**config.mk**
```make
export PLATFORM = sky130hd
export DESIGN_NAME = flags_top
export DESIGN_NICKNAME = d
export VERILOG_FILES = /design/src/verilog/flag_pkg.sv /design/src/verilog/alu_flags.sv /design/src/verilog/cond_test.sv /design/src/verilog/flags_top.sv /design/src/verilog/r0_register.sv
export SDC_FILE = /design/constraint.sdc
export NUM_CORES = 1
export LEC_CHECK = 0
export BUFFER_PORTS_ARGS = -buffer_cell sky130_fd_sc_hd__buf_4
export CAP_MARGIN = 20
export CORE_UTILIZATION = 57
export DETAILED_ROUTE_END_ITERATION = 10
export MAX_ROUTING_LAYER = met4
export PLACE_DENSITY = 0.82
export SLEW_MARGIN = 20
export SYNTH_ARGS = -nofsm -noshare
export SYNTH_HDL_FRONTEND = slang
export SYNTH_SLANG_ARGS = --single-unit
```
**constraint.sdc**
```tcl
create_clock -name lrp -period 2.5 [get_ports lrp]
set_clock_uncertainty 0.15 [all_clocks]
set_input_delay 0.5 -clock lrp [delete_from_list [all_inputs] [get_ports lrp]]
set_output_delay 0.5 -clock lrp [all_outputs]
set_load 0.01 [all_outputs]
```
**src/verilog/flag_pkg.sv**
```systemverilog
`default_nettype none

package flag_pkg;

	// Flag positions inside R0
	// Bit 0 is the most significant bit of the status word
	localparam int F_Z = 0;
	localparam int F_M = 1;
	localparam int F_V = 2;
	localparam int F_C = 3;
	localparam int F_L = 4;
	localparam int F_E = 5;
	localparam int F_G = 6;
	localparam int F_Y = 7;
	localparam int F_X = 8;

	// Number of testable flags, also the first inverted condition code
	localparam int N_FLAGS = 9;

	// User field spans the rest of the word
	localparam int F_USER = 9;
	localparam int R0_LSB = 15;

	// ALU operations
	typedef enum logic [2:0] {
		OP_NOP,
		OP_ADD,
		OP_SUB,
		OP_AND,
		OP_OR,
		OP_CMP,
		OP_SHL,
		OP_SHR
	} alu_opcode_e;

	// Named view of R0, first field lands on bit 0
	typedef struct packed {
		logic       z;
		logic       m;
		logic       v;
		logic       c;
		logic       l;
		logic       e;
		logic       g;
		logic       y;
		logic       x;
		logic [0:6] user;
	} r0_flags_t;

	// Same 16-bit word seen raw (bus side) or as flags (condition side)
	typedef union packed {
		logic [0:15] raw;
		r0_flags_t   f;
	} r0_word_u;

	// One ALU request, taken whenever valid is high
	typedef struct packed {
		logic        valid;
		alu_opcode_e op;
		logic [0:15] a;
		logic [0:15] b;
	} alu_req_t;

	// Candidate flags plus the strobes saying which groups to update
	typedef struct packed {
		logic zs;
		logic m;
		logic ovf;
		logic carry;
		logic less;
		logic equal;
		logic greater;
		logic y_out;
		logic x_out;
		logic ust_zmc;
		logic ust_v;
		logic ust_leg;
		logic ust_y;
		logic ust_x;
	} flag_src_t;

	// W bus with its R0 load commands
	typedef struct packed {
		logic [0:15] w;
		logic        w_zmvc;
		logic        w_legy;
		logic        w8_x;
		logic        w_user;
	} bus_load_t;

endpackage

`default_nettype wire

```
**src/verilog/alu_flags.sv**
```systemverilog
`default_nettype none

module alu_flags import flag_pkg::*; (
	input  logic        lrp,
	input  logic        zer_,
	input  alu_req_t    req,
	output logic [0:15] result,
	output flag_src_t   src
);

	// Operand b after inversion for subtract
	logic [0:15] b_op;
	// Carry into the adder, 1 for two's complement subtract
	logic        c_in;
	// Adder output, bit 0 holds the carry out
	logic [0:16] sum_ext;
	// Next result and next flag source
	logic [0:15] res_nxt;
	flag_src_t   src_nxt;

	// Shared adder for ADD and SUB
	always_comb begin
		b_op = (req.op == OP_SUB) ? ~req.b : req.b;
		c_in = (req.op == OP_SUB);
		sum_ext = {1'b0, req.a} + {1'b0, b_op} + {16'd0, c_in};
	end

	// Operation decode
	always_comb begin
		// CMP and NOP leave the stored result alone
		res_nxt = result;
		src_nxt = '0;
		case (req.op)
			OP_ADD, OP_SUB: begin
				res_nxt = sum_ext[1:16];
				// Carry out, on SUB this means no borrow
				src_nxt.carry = sum_ext[0];
				// Signed overflow when operand signs match but the sum sign differs
				src_nxt.ovf = (req.a[0] == b_op[0]) && (sum_ext[1] != req.a[0]);
				src_nxt.ust_zmc = 1'b1;
				src_nxt.ust_v = 1'b1;
			end
			OP_AND: begin
				res_nxt = req.a & req.b;
				src_nxt.ust_zmc = 1'b1;
			end
			OP_OR: begin
				res_nxt = req.a | req.b;
				src_nxt.ust_zmc = 1'b1;
			end
			OP_CMP: begin
				// Signed compare
				src_nxt.less = $signed(req.a) < $signed(req.b);
				src_nxt.equal = (req.a == req.b);
				src_nxt.greater = $signed(req.a) > $signed(req.b);
				src_nxt.ust_leg = 1'b1;
			end
			OP_SHL: begin
				// Bit 0 falls off the top into Y
				res_nxt = {req.a[1:15], 1'b0};
				src_nxt.y_out = req.a[0];
				src_nxt.ust_y = 1'b1;
			end
			OP_SHR: begin
				// Bit 15 falls off the bottom into X
				res_nxt = {1'b0, req.a[0:14]};
				src_nxt.x_out = req.a[15];
				src_nxt.ust_x = 1'b1;
			end
			default: begin
			end
		endcase
		// Zero and sign candidates follow the new result
		src_nxt.zs = (res_nxt == 16'd0);
		src_nxt.m = res_nxt[0];
	end

	// Output register, strobes last exactly one cycle
	always_ff @(posedge lrp or negedge zer_) begin
		if (!zer_) begin
			result <= '0;
			src <= '0;
		end else if (req.valid) begin
			result <= res_nxt;
			src <= src_nxt;
		end else begin
			// Candidates hold, strobes drop
			src.ust_zmc <= 1'b0;
			src.ust_v <= 1'b0;
			src.ust_leg <= 1'b0;
			src.ust_y <= 1'b0;
			src.ust_x <= 1'b0;
		end
	end

endmodule

`default_nettype wire

```
**src/verilog/cond_test.sv**
```systemverilog
`default_nettype none

module cond_test import flag_pkg::*; (
	input  logic       lrp,
	input  logic       zer_,
	input  r0_word_u   r0,
	input  logic       cond_en,
	input  logic [3:0] cond,
	output logic       taken,
	output logic       taken_valid
);

	// Flags gathered into an indexable vector
	logic [0:N_FLAGS-1] flag_v;
	// Condition outcome before registering
	logic               hit;

	always_comb begin
		flag_v[F_Z] = r0.f.z;
		flag_v[F_M] = r0.f.m;
		flag_v[F_V] = r0.f.v;
		flag_v[F_C] = r0.f.c;
		flag_v[F_L] = r0.f.l;
		flag_v[F_E] = r0.f.e;
		flag_v[F_G] = r0.f.g;
		flag_v[F_Y] = r0.f.y;
		flag_v[F_X] = r0.f.x;
	end

	// Codes 0..8 test a flag set
	// codes 9..15 test Z..G clear
	always_comb begin
		if (cond < 4'(N_FLAGS)) begin
			hit = flag_v[cond];
		end else begin
			hit = ~flag_v[cond - 4'(N_FLAGS)];
		end
	end

	// One-cycle result pulse, taken only meaningful with taken_valid
	always_ff @(posedge lrp or negedge zer_) begin
		if (!zer_) begin
			taken_valid <= 1'b0;
			taken <= 1'b0;
		end else begin
			taken_valid <= cond_en;
			taken <= cond_en & hit;
		end
	end

endmodule

`default_nettype wire

```
**src/verilog/flags_top.sv**
```systemverilog
`default_nettype none

module flags_top import flag_pkg::*; (
	input  logic        lrp,
	input  logic        zer_,
	input  alu_req_t    req,
	input  bus_load_t   bus,
	input  logic        cond_en,
	input  logic [3:0]  cond,
	output logic [0:15] result,
	output logic [0:15] r0,
	output logic        taken,
	output logic        taken_valid
);

	// Candidate flags and strobes from the ALU
	flag_src_t src;
	// Status word as seen by the condition test
	r0_word_u  r0_w;

	// Producer
	alu_flags u_alu (
		.lrp    (lrp),
		.zer_   (zer_),
		.req    (req),
		.result (result),
		.src    (src)
	);

	// R0 status word
	r0_register u_r0 (
		.lrp  (lrp),
		.zer_ (zer_),
		.src  (src),
		.bus  (bus),
		.r0   (r0_w)
	);

	// Branch condition check
	cond_test u_cond (
		.lrp         (lrp),
		.zer_        (zer_),
		.r0          (r0_w),
		.cond_en     (cond_en),
		.cond        (cond),
		.taken       (taken),
		.taken_valid (taken_valid)
	);

	// Raw view out
	assign r0 = r0_w.raw;

endmodule

`default_nettype wire

```
**src/verilog/r0_register.sv**
```systemverilog
`default_nettype none

module r0_register import flag_pkg::*; (
	input  logic      lrp,
	input  logic      zer_,
	input  flag_src_t src,
	input  bus_load_t bus,
	output r0_word_u  r0
);

	// Status word R0
	// ALU strobes are applied first, bus commands after them
	// so the later assignment gives the bus priority per group
	always_ff @(posedge lrp or negedge zer_) begin
		if (!zer_) begin
			// Reset is the only clear of V apart from a bus load
			r0.raw <= '0;
		end else begin
			// Z, M and C from add, subtract and logic ops
			if (src.ust_zmc) begin
				r0.f.z <= src.zs;
				r0.f.m <= src.m;
				r0.f.c <= src.carry;
			end

			// V only ever sets from the ALU
			// clearing it takes a bus load or reset
			if (src.ust_v && src.ovf) begin
				r0.f.v <= 1'b1;
			end

			// Compare results
			if (src.ust_leg) begin
				r0.f.l <= src.less;
				r0.f.e <= src.equal;
				r0.f.g <= src.greater;
			end

			// Shift-out bits
			if (src.ust_y) begin
				r0.f.y <= src.y_out;
			end
			if (src.ust_x) begin
				r0.f.x <= src.x_out;
			end

			// Bus writes of Z, M, V, C
			if (bus.w_zmvc) begin
				r0.raw[F_Z:F_C] <= bus.w[F_Z:F_C];
			end

			// Bus writes of L, E, G, Y
			if (bus.w_legy) begin
				r0.raw[F_L:F_Y] <= bus.w[F_L:F_Y];
			end

			// Bus write of X alone
			if (bus.w8_x) begin
				r0.raw[F_X] <= bus.w[F_X];
			end

			// User bits stored as written
			if (bus.w_user) begin
				r0.raw[F_USER:R0_LSB] <= bus.w[F_USER:R0_LSB];
			end
		end
	end

endmodule

`default_nettype wire
```
==> results of run 1 <==
metal layers:
metal,GRT usage (%),overflow
met5,-,-
met4,83.3,33
met3,57.0,1
met2,95.4,32
met1,76.4,1
cells by family after synthesis:
logic type	Yosys count	share of synthesized area, %
AOI/OAI and AO/OA	141	20.9
xor gates and xnor gates	23	4.20
adders and majority gates	68	17.9
buffers and inverters	78	6.26
DFF	47	24.5
muxes	47	12.8
and+or+nand+nor	130	13.3
metrics by stage:
step	instance area (sq um)	hold slack [ps]	util (%)	instances	TNS, ps
floorplan	5070	54.4	-	534	-10620
global placement	6990	326	85.5	874	-12190
detailed placement	6990	326	85.5	874	-13170
CTS	7530	72.8	92.1	892	-5850
timing repair:
item	in CTS
gates resized for setup	61
pin swaps	45
setup endpoints to repair	17
buffers inserted	12
cloned	0
==> flow_summary_export.csv, run 1 <==
group,metric,value,unit
run_status,stop_error,"[ERROR GRT-0232] Routing congestion too high. Check the congestion heatmap in the GUI.",
floorplan,start_util,58.6,%
floorplan,die_w,93.7,microns
synth,synthArstFlopShare,100,%
placement,portBuffers,96,
sta,postGrtWorstEndpoint,"u_alu.src[13]$_DFFE_PN0P_/D",
synth,synth_top_area_share,24.5,%
synth,synth_nets,665,
clock_network,hold_buffers,0,
floorplan,die_h,93.7,microns
synth,syn_area_per_cell,8.98,sq um
global_routing,grt_use_total,78.7,%
floorplan,io_pins,97,
synth,netlist_area,0.00479,sq mm
clock_network,cts_root_buf,"clkbuf_8",
synth,synth_flop_cell,"dfrtp_1",
global_routing,grt_max_degree,48,
synth,yosys_register_bits,47,
sta,worst_endpoint_kind,"sequential cell input",
clock_network,cts-buffers-inserted,5,
clock_network,cts.sinks,47,
clock_network,h-tree-depth,2,
clock_network,clockBufferDepth,2,
synth,yosys.area.top_type,"dfrtp_1",
synth,synth_commonest_cells,"ha_1 (67), inv_1 (52), dfrtp_1 (47)",
synth,syn_inst,534,
synth,yosys.cell_count.top_type,"ha_1",
placement,dp_hpwl,13500,microns
global_routing,gr-total-overflow,67,
synth,yosysUniqueCellTypes,73,
synth,synth_area_leaders,"dfrtp_1 (25%), ha_1 (17%), mux4_2 (4.7%)",
synth,synth_edf_count,0,
run_status,status,"stopped before the end",
synth,ys_seq_area_share,24.5,%
floorplan,rows,33,
synth,ys_warn_count,0,
placement,place_congestion,1.06,
placement,post-place-ws,-1380,ps
run_status,lastStage,"global routing (5_1_grt)",
==> run 2: changes to the inputs <==
- CORE_UTILIZATION: 57 -> 40
- MAX_ROUTING_LAYER: met4 -> not set
- PLACE_DENSITY: 0.82 -> not set
- PLACE_DENSITY_LB_ADDON: not set -> 0.15
==> run 2 against run 1 <==
Compared with the run above: the flow now finishes, with violations (design-rule violations, negative setup slack); area after synthesis unchanged; synthesized cell count unchanged.
==> flow_summary_export.csv, run 2 <==
group,metric,value,unit
worst_setup_path,arrival,3330,ps
synth,netlist_area,0.00479,sq mm
floorplan,die-area,0.0124,sq mm
placement,post-place-ws,-1300,ps
final_layout,area_growth,61.4,%
power_and_ir_drop,fin_total_pwr,3.33,mW
worst_setup_path,crit_path_max_fanout,2,
sta,worst_slack,-773,ps
detailed_routing,vias,5250,
clock_network,cts_root_buf,"clkbuf_16",
placement,dp.cells,905,
sta,hold_viol,0,
global_routing,antenna_found_initial,0,
worst_setup_path,slowest_stage,"or4b_4",
global_routing,grt_pass1_vias,5378,
detailed_routing,firstDrtPassIters,8,
final_layout,nets,916,
synth,synth_flop_cell,"dfrtp_1",
synth,ys_warn_count,0,
run_status,violations,"design-rule violations, negative setup slack",
worst_setup_path,critical_path_class,"in2reg",
sta,grt_setup_unrepaired,"true",
synth,synth_commonest_cells,"ha_1 (67), inv_1 (52), dfrtp_1 (47)",
worst_setup_path,end_kind,"flop",
power_and_ir_drop,power_density,430,mW/mm^2
clock_network,cts.sinks,47,
worst_setup_path,path_cells,"buf_6 -> or4b_4 -> and2_4 -> fa_2 -> nor2b_4 -> buf_6 -> o22ai_4 -> mux2i_1 -> o32a_1 -> nand4b_1 -> nor4_2 -> o2111ai_1 -> o31ai_1",
sta,finalCriticalPeriod,3270,ps
sta,tns,-6760,ps
detailed_routing,ant_nets,0,
worst_hold_path,hp-class,"in2async",
placement,dp_hpwl,13200,microns
synth,syn_area_per_cell,8.98,sq um
detailed_routing,viasPerCell,5.66,
final_layout,fin_util,66.9,%
synth,yosys.area.top_type,"dfrtp_1",
worst_setup_path,critPathMostFrequentCell,"buf_6",
floorplan,die_w,111,microns
clock_network,path_clk_slew,70,ps
global_routing,grt_pass1_wl,27800,microns
final_layout,final_cell_mix,"buf_4 (246), ha_1 (56), dfrtp_1 (47)",
worst_setup_path,cp.required,2560,ps
floorplan,start_util,41.5,%
sta,slew_violations,0,
run_status,status,"finished with violations",
sta,max_slew_margin,57.0,%
clock_network,hold_buffers,0,
worst_setup_path,worst-path-buf-inv,2,
final_layout,final_cells,928,
final_layout,final_common_cell,"buf_4",
synth,synth_area_leaders,"dfrtp_1 (25%), ha_1 (17%), mux4_2 (4.7%)",
synth,yosys.cell_count.top_type,"ha_1",
power_and_ir_drop,total_leakage_power,3.71,nW
synth,ys_seq_area_share,24.5,%
worst_setup_path,r2r_slack,100,ps
detailed_routing,wl_per_cell,18.5,microns
sta,setup_viol,15,
clock_network,clockBufferDepth,2,
floorplan,rows,39,
clock_network,cts-buffers-inserted,5,
final_layout,largest_reg_flops,16,
sta,fin_crit_sh,131,%
floorplan,io_pins,97,
floorplan,die_h,111,microns
global_routing,gr-total-overflow,0,
worst_setup_path,r2r_start,"u_alu.result[8]",
worst_setup_path,crit_path_start,"req[32]",
detailed_routing,drc,9,
sta,tightest_slew,645,ps
synth,syn_inst,534,
clock_network,cts_tree,"built",
synth,yosysUniqueCellTypes,73,
synth,yosys_register_bits,47,
clock_network,h-tree-depth,2,
power_and_ir_drop,max-vdd-ir-drop,347,uV
synth,synth_top_area_share,24.5,%
sta,max_freq,306,MHz
worst_setup_path,crit_path_max_incr_delay,530,ps
detailed_routing,first_iter_violations,237,
worst_setup_path,startpoint_type,"primary input",
synth,synth_nets,665,
clock_network,clk_latency,300,ps
final_layout,reg_top3,"u_r0.r0: 16 flops, u_alu.result: 15 flops, u_alu.src: 14 flops",
final_layout,drive_gt1_share,49.4,%
synth,synthArstFlopShare,100,%
worst_setup_path,cp_top_family,"simple AND/OR/NAND/NOR gates",
global_routing,grt_use_total,28.4,%
placement,place_congestion,1.05,
placement,portBuffers,96,
detailed_routing,wirelength,17200,microns
synth,synth_edf_count,0,
final_layout,antenna_cells,0,
job,maxCapViolCount,0,
final_layout,largest-register,"u_r0.r0",
floorplan,core-area,0.0116,sq mm
global_routing,grt_max_degree,48,
[run 2: path summary, 6_finish.rpt]
path	to	cells after the start
worst max-delay path	u_alu.src[13]	13
worst min-delay path	u_alu.result[15]	1
worst max register to register	u_alu.src[13]	6
worst min register to register	u_alu.src[9]	1
max in group asynchronous	u_alu.src[6]	1
min in group lrp	u_cond.taken_valid	1
[run 2: final cells by class]
type                            instances  area [sq um]
Multi-Input combinational cell        409          3910
Fill cell                             923          3820
Timing Repair Buffer                  267          2100
Sequential cell                        47          1180
Inverter                               55           234
Tap cell                              143           179
Clock buffer                            5           125
Clock inverter                          2          13.8
[run 2: metal layers]
| metal | up-vias | global-route usage (%) | routed length, microns |
|---|---|---|---|
| li1 | 2437 | - | - |
| met1 | 2578 | 38.6 | 7580 |
| met2 | 197 | 47.2 | 8180 |
| met5 | - | 0 | 0 |
| met3 | 38 | 2.99 | 929 |
| met4 | 0 | 9.64 | 493 |
[run 2: repair_timing]
item	4_1_cts	5_1_grt
endpoints found under the setup margin	17	18
pin swaps	54	22
buffers inserted	12	8
resized for setup	79	20
[run 2: where the power goes]
| group | internal, mW | leakage, nW | switching (mW) | total [mW] |
|---|---|---|---|---|
| registers | 0.848 | 0.581 | 0.0924 | 0.940 |
| logic | 0.910 | 3.06 | 0.796 | 1.71 |
| clock network | 0.366 | 0.0696 | 0.317 | 0.683 |
[run 2: cell families (layout without fill, tap and decap cells)]
group / Yosys count / count (layout) / share of synthesized area [%]
buf+inv: 78 / 329 / 6.26
fa+ha+maj: 68 / 68 / 17.9
compound gates: 141 / 141 / 20.9
mux: 47 / 47 / 12.8
simple gates: 130 / 130 / 13.3
xor+xnor: 23 / 23 / 4.20
flops: 47 / 47 / 24.5
[run 2: per-stage QoR]
| stage | instance area, sq um | hold WS (ps) |
|---|---|---|
| 2_1_floorplan | 5070 | 54.4 |
| 3_3_place_gp | 6980 | 329 |
| 3_5_place_dp | 6980 | 328 |
| 4_1_cts | 7600 | 100 |
| 5_1_grt | 7740 | 134 |
| 6_report | 7740 | 74.0 |
Power figures use the tool's default switching activity.
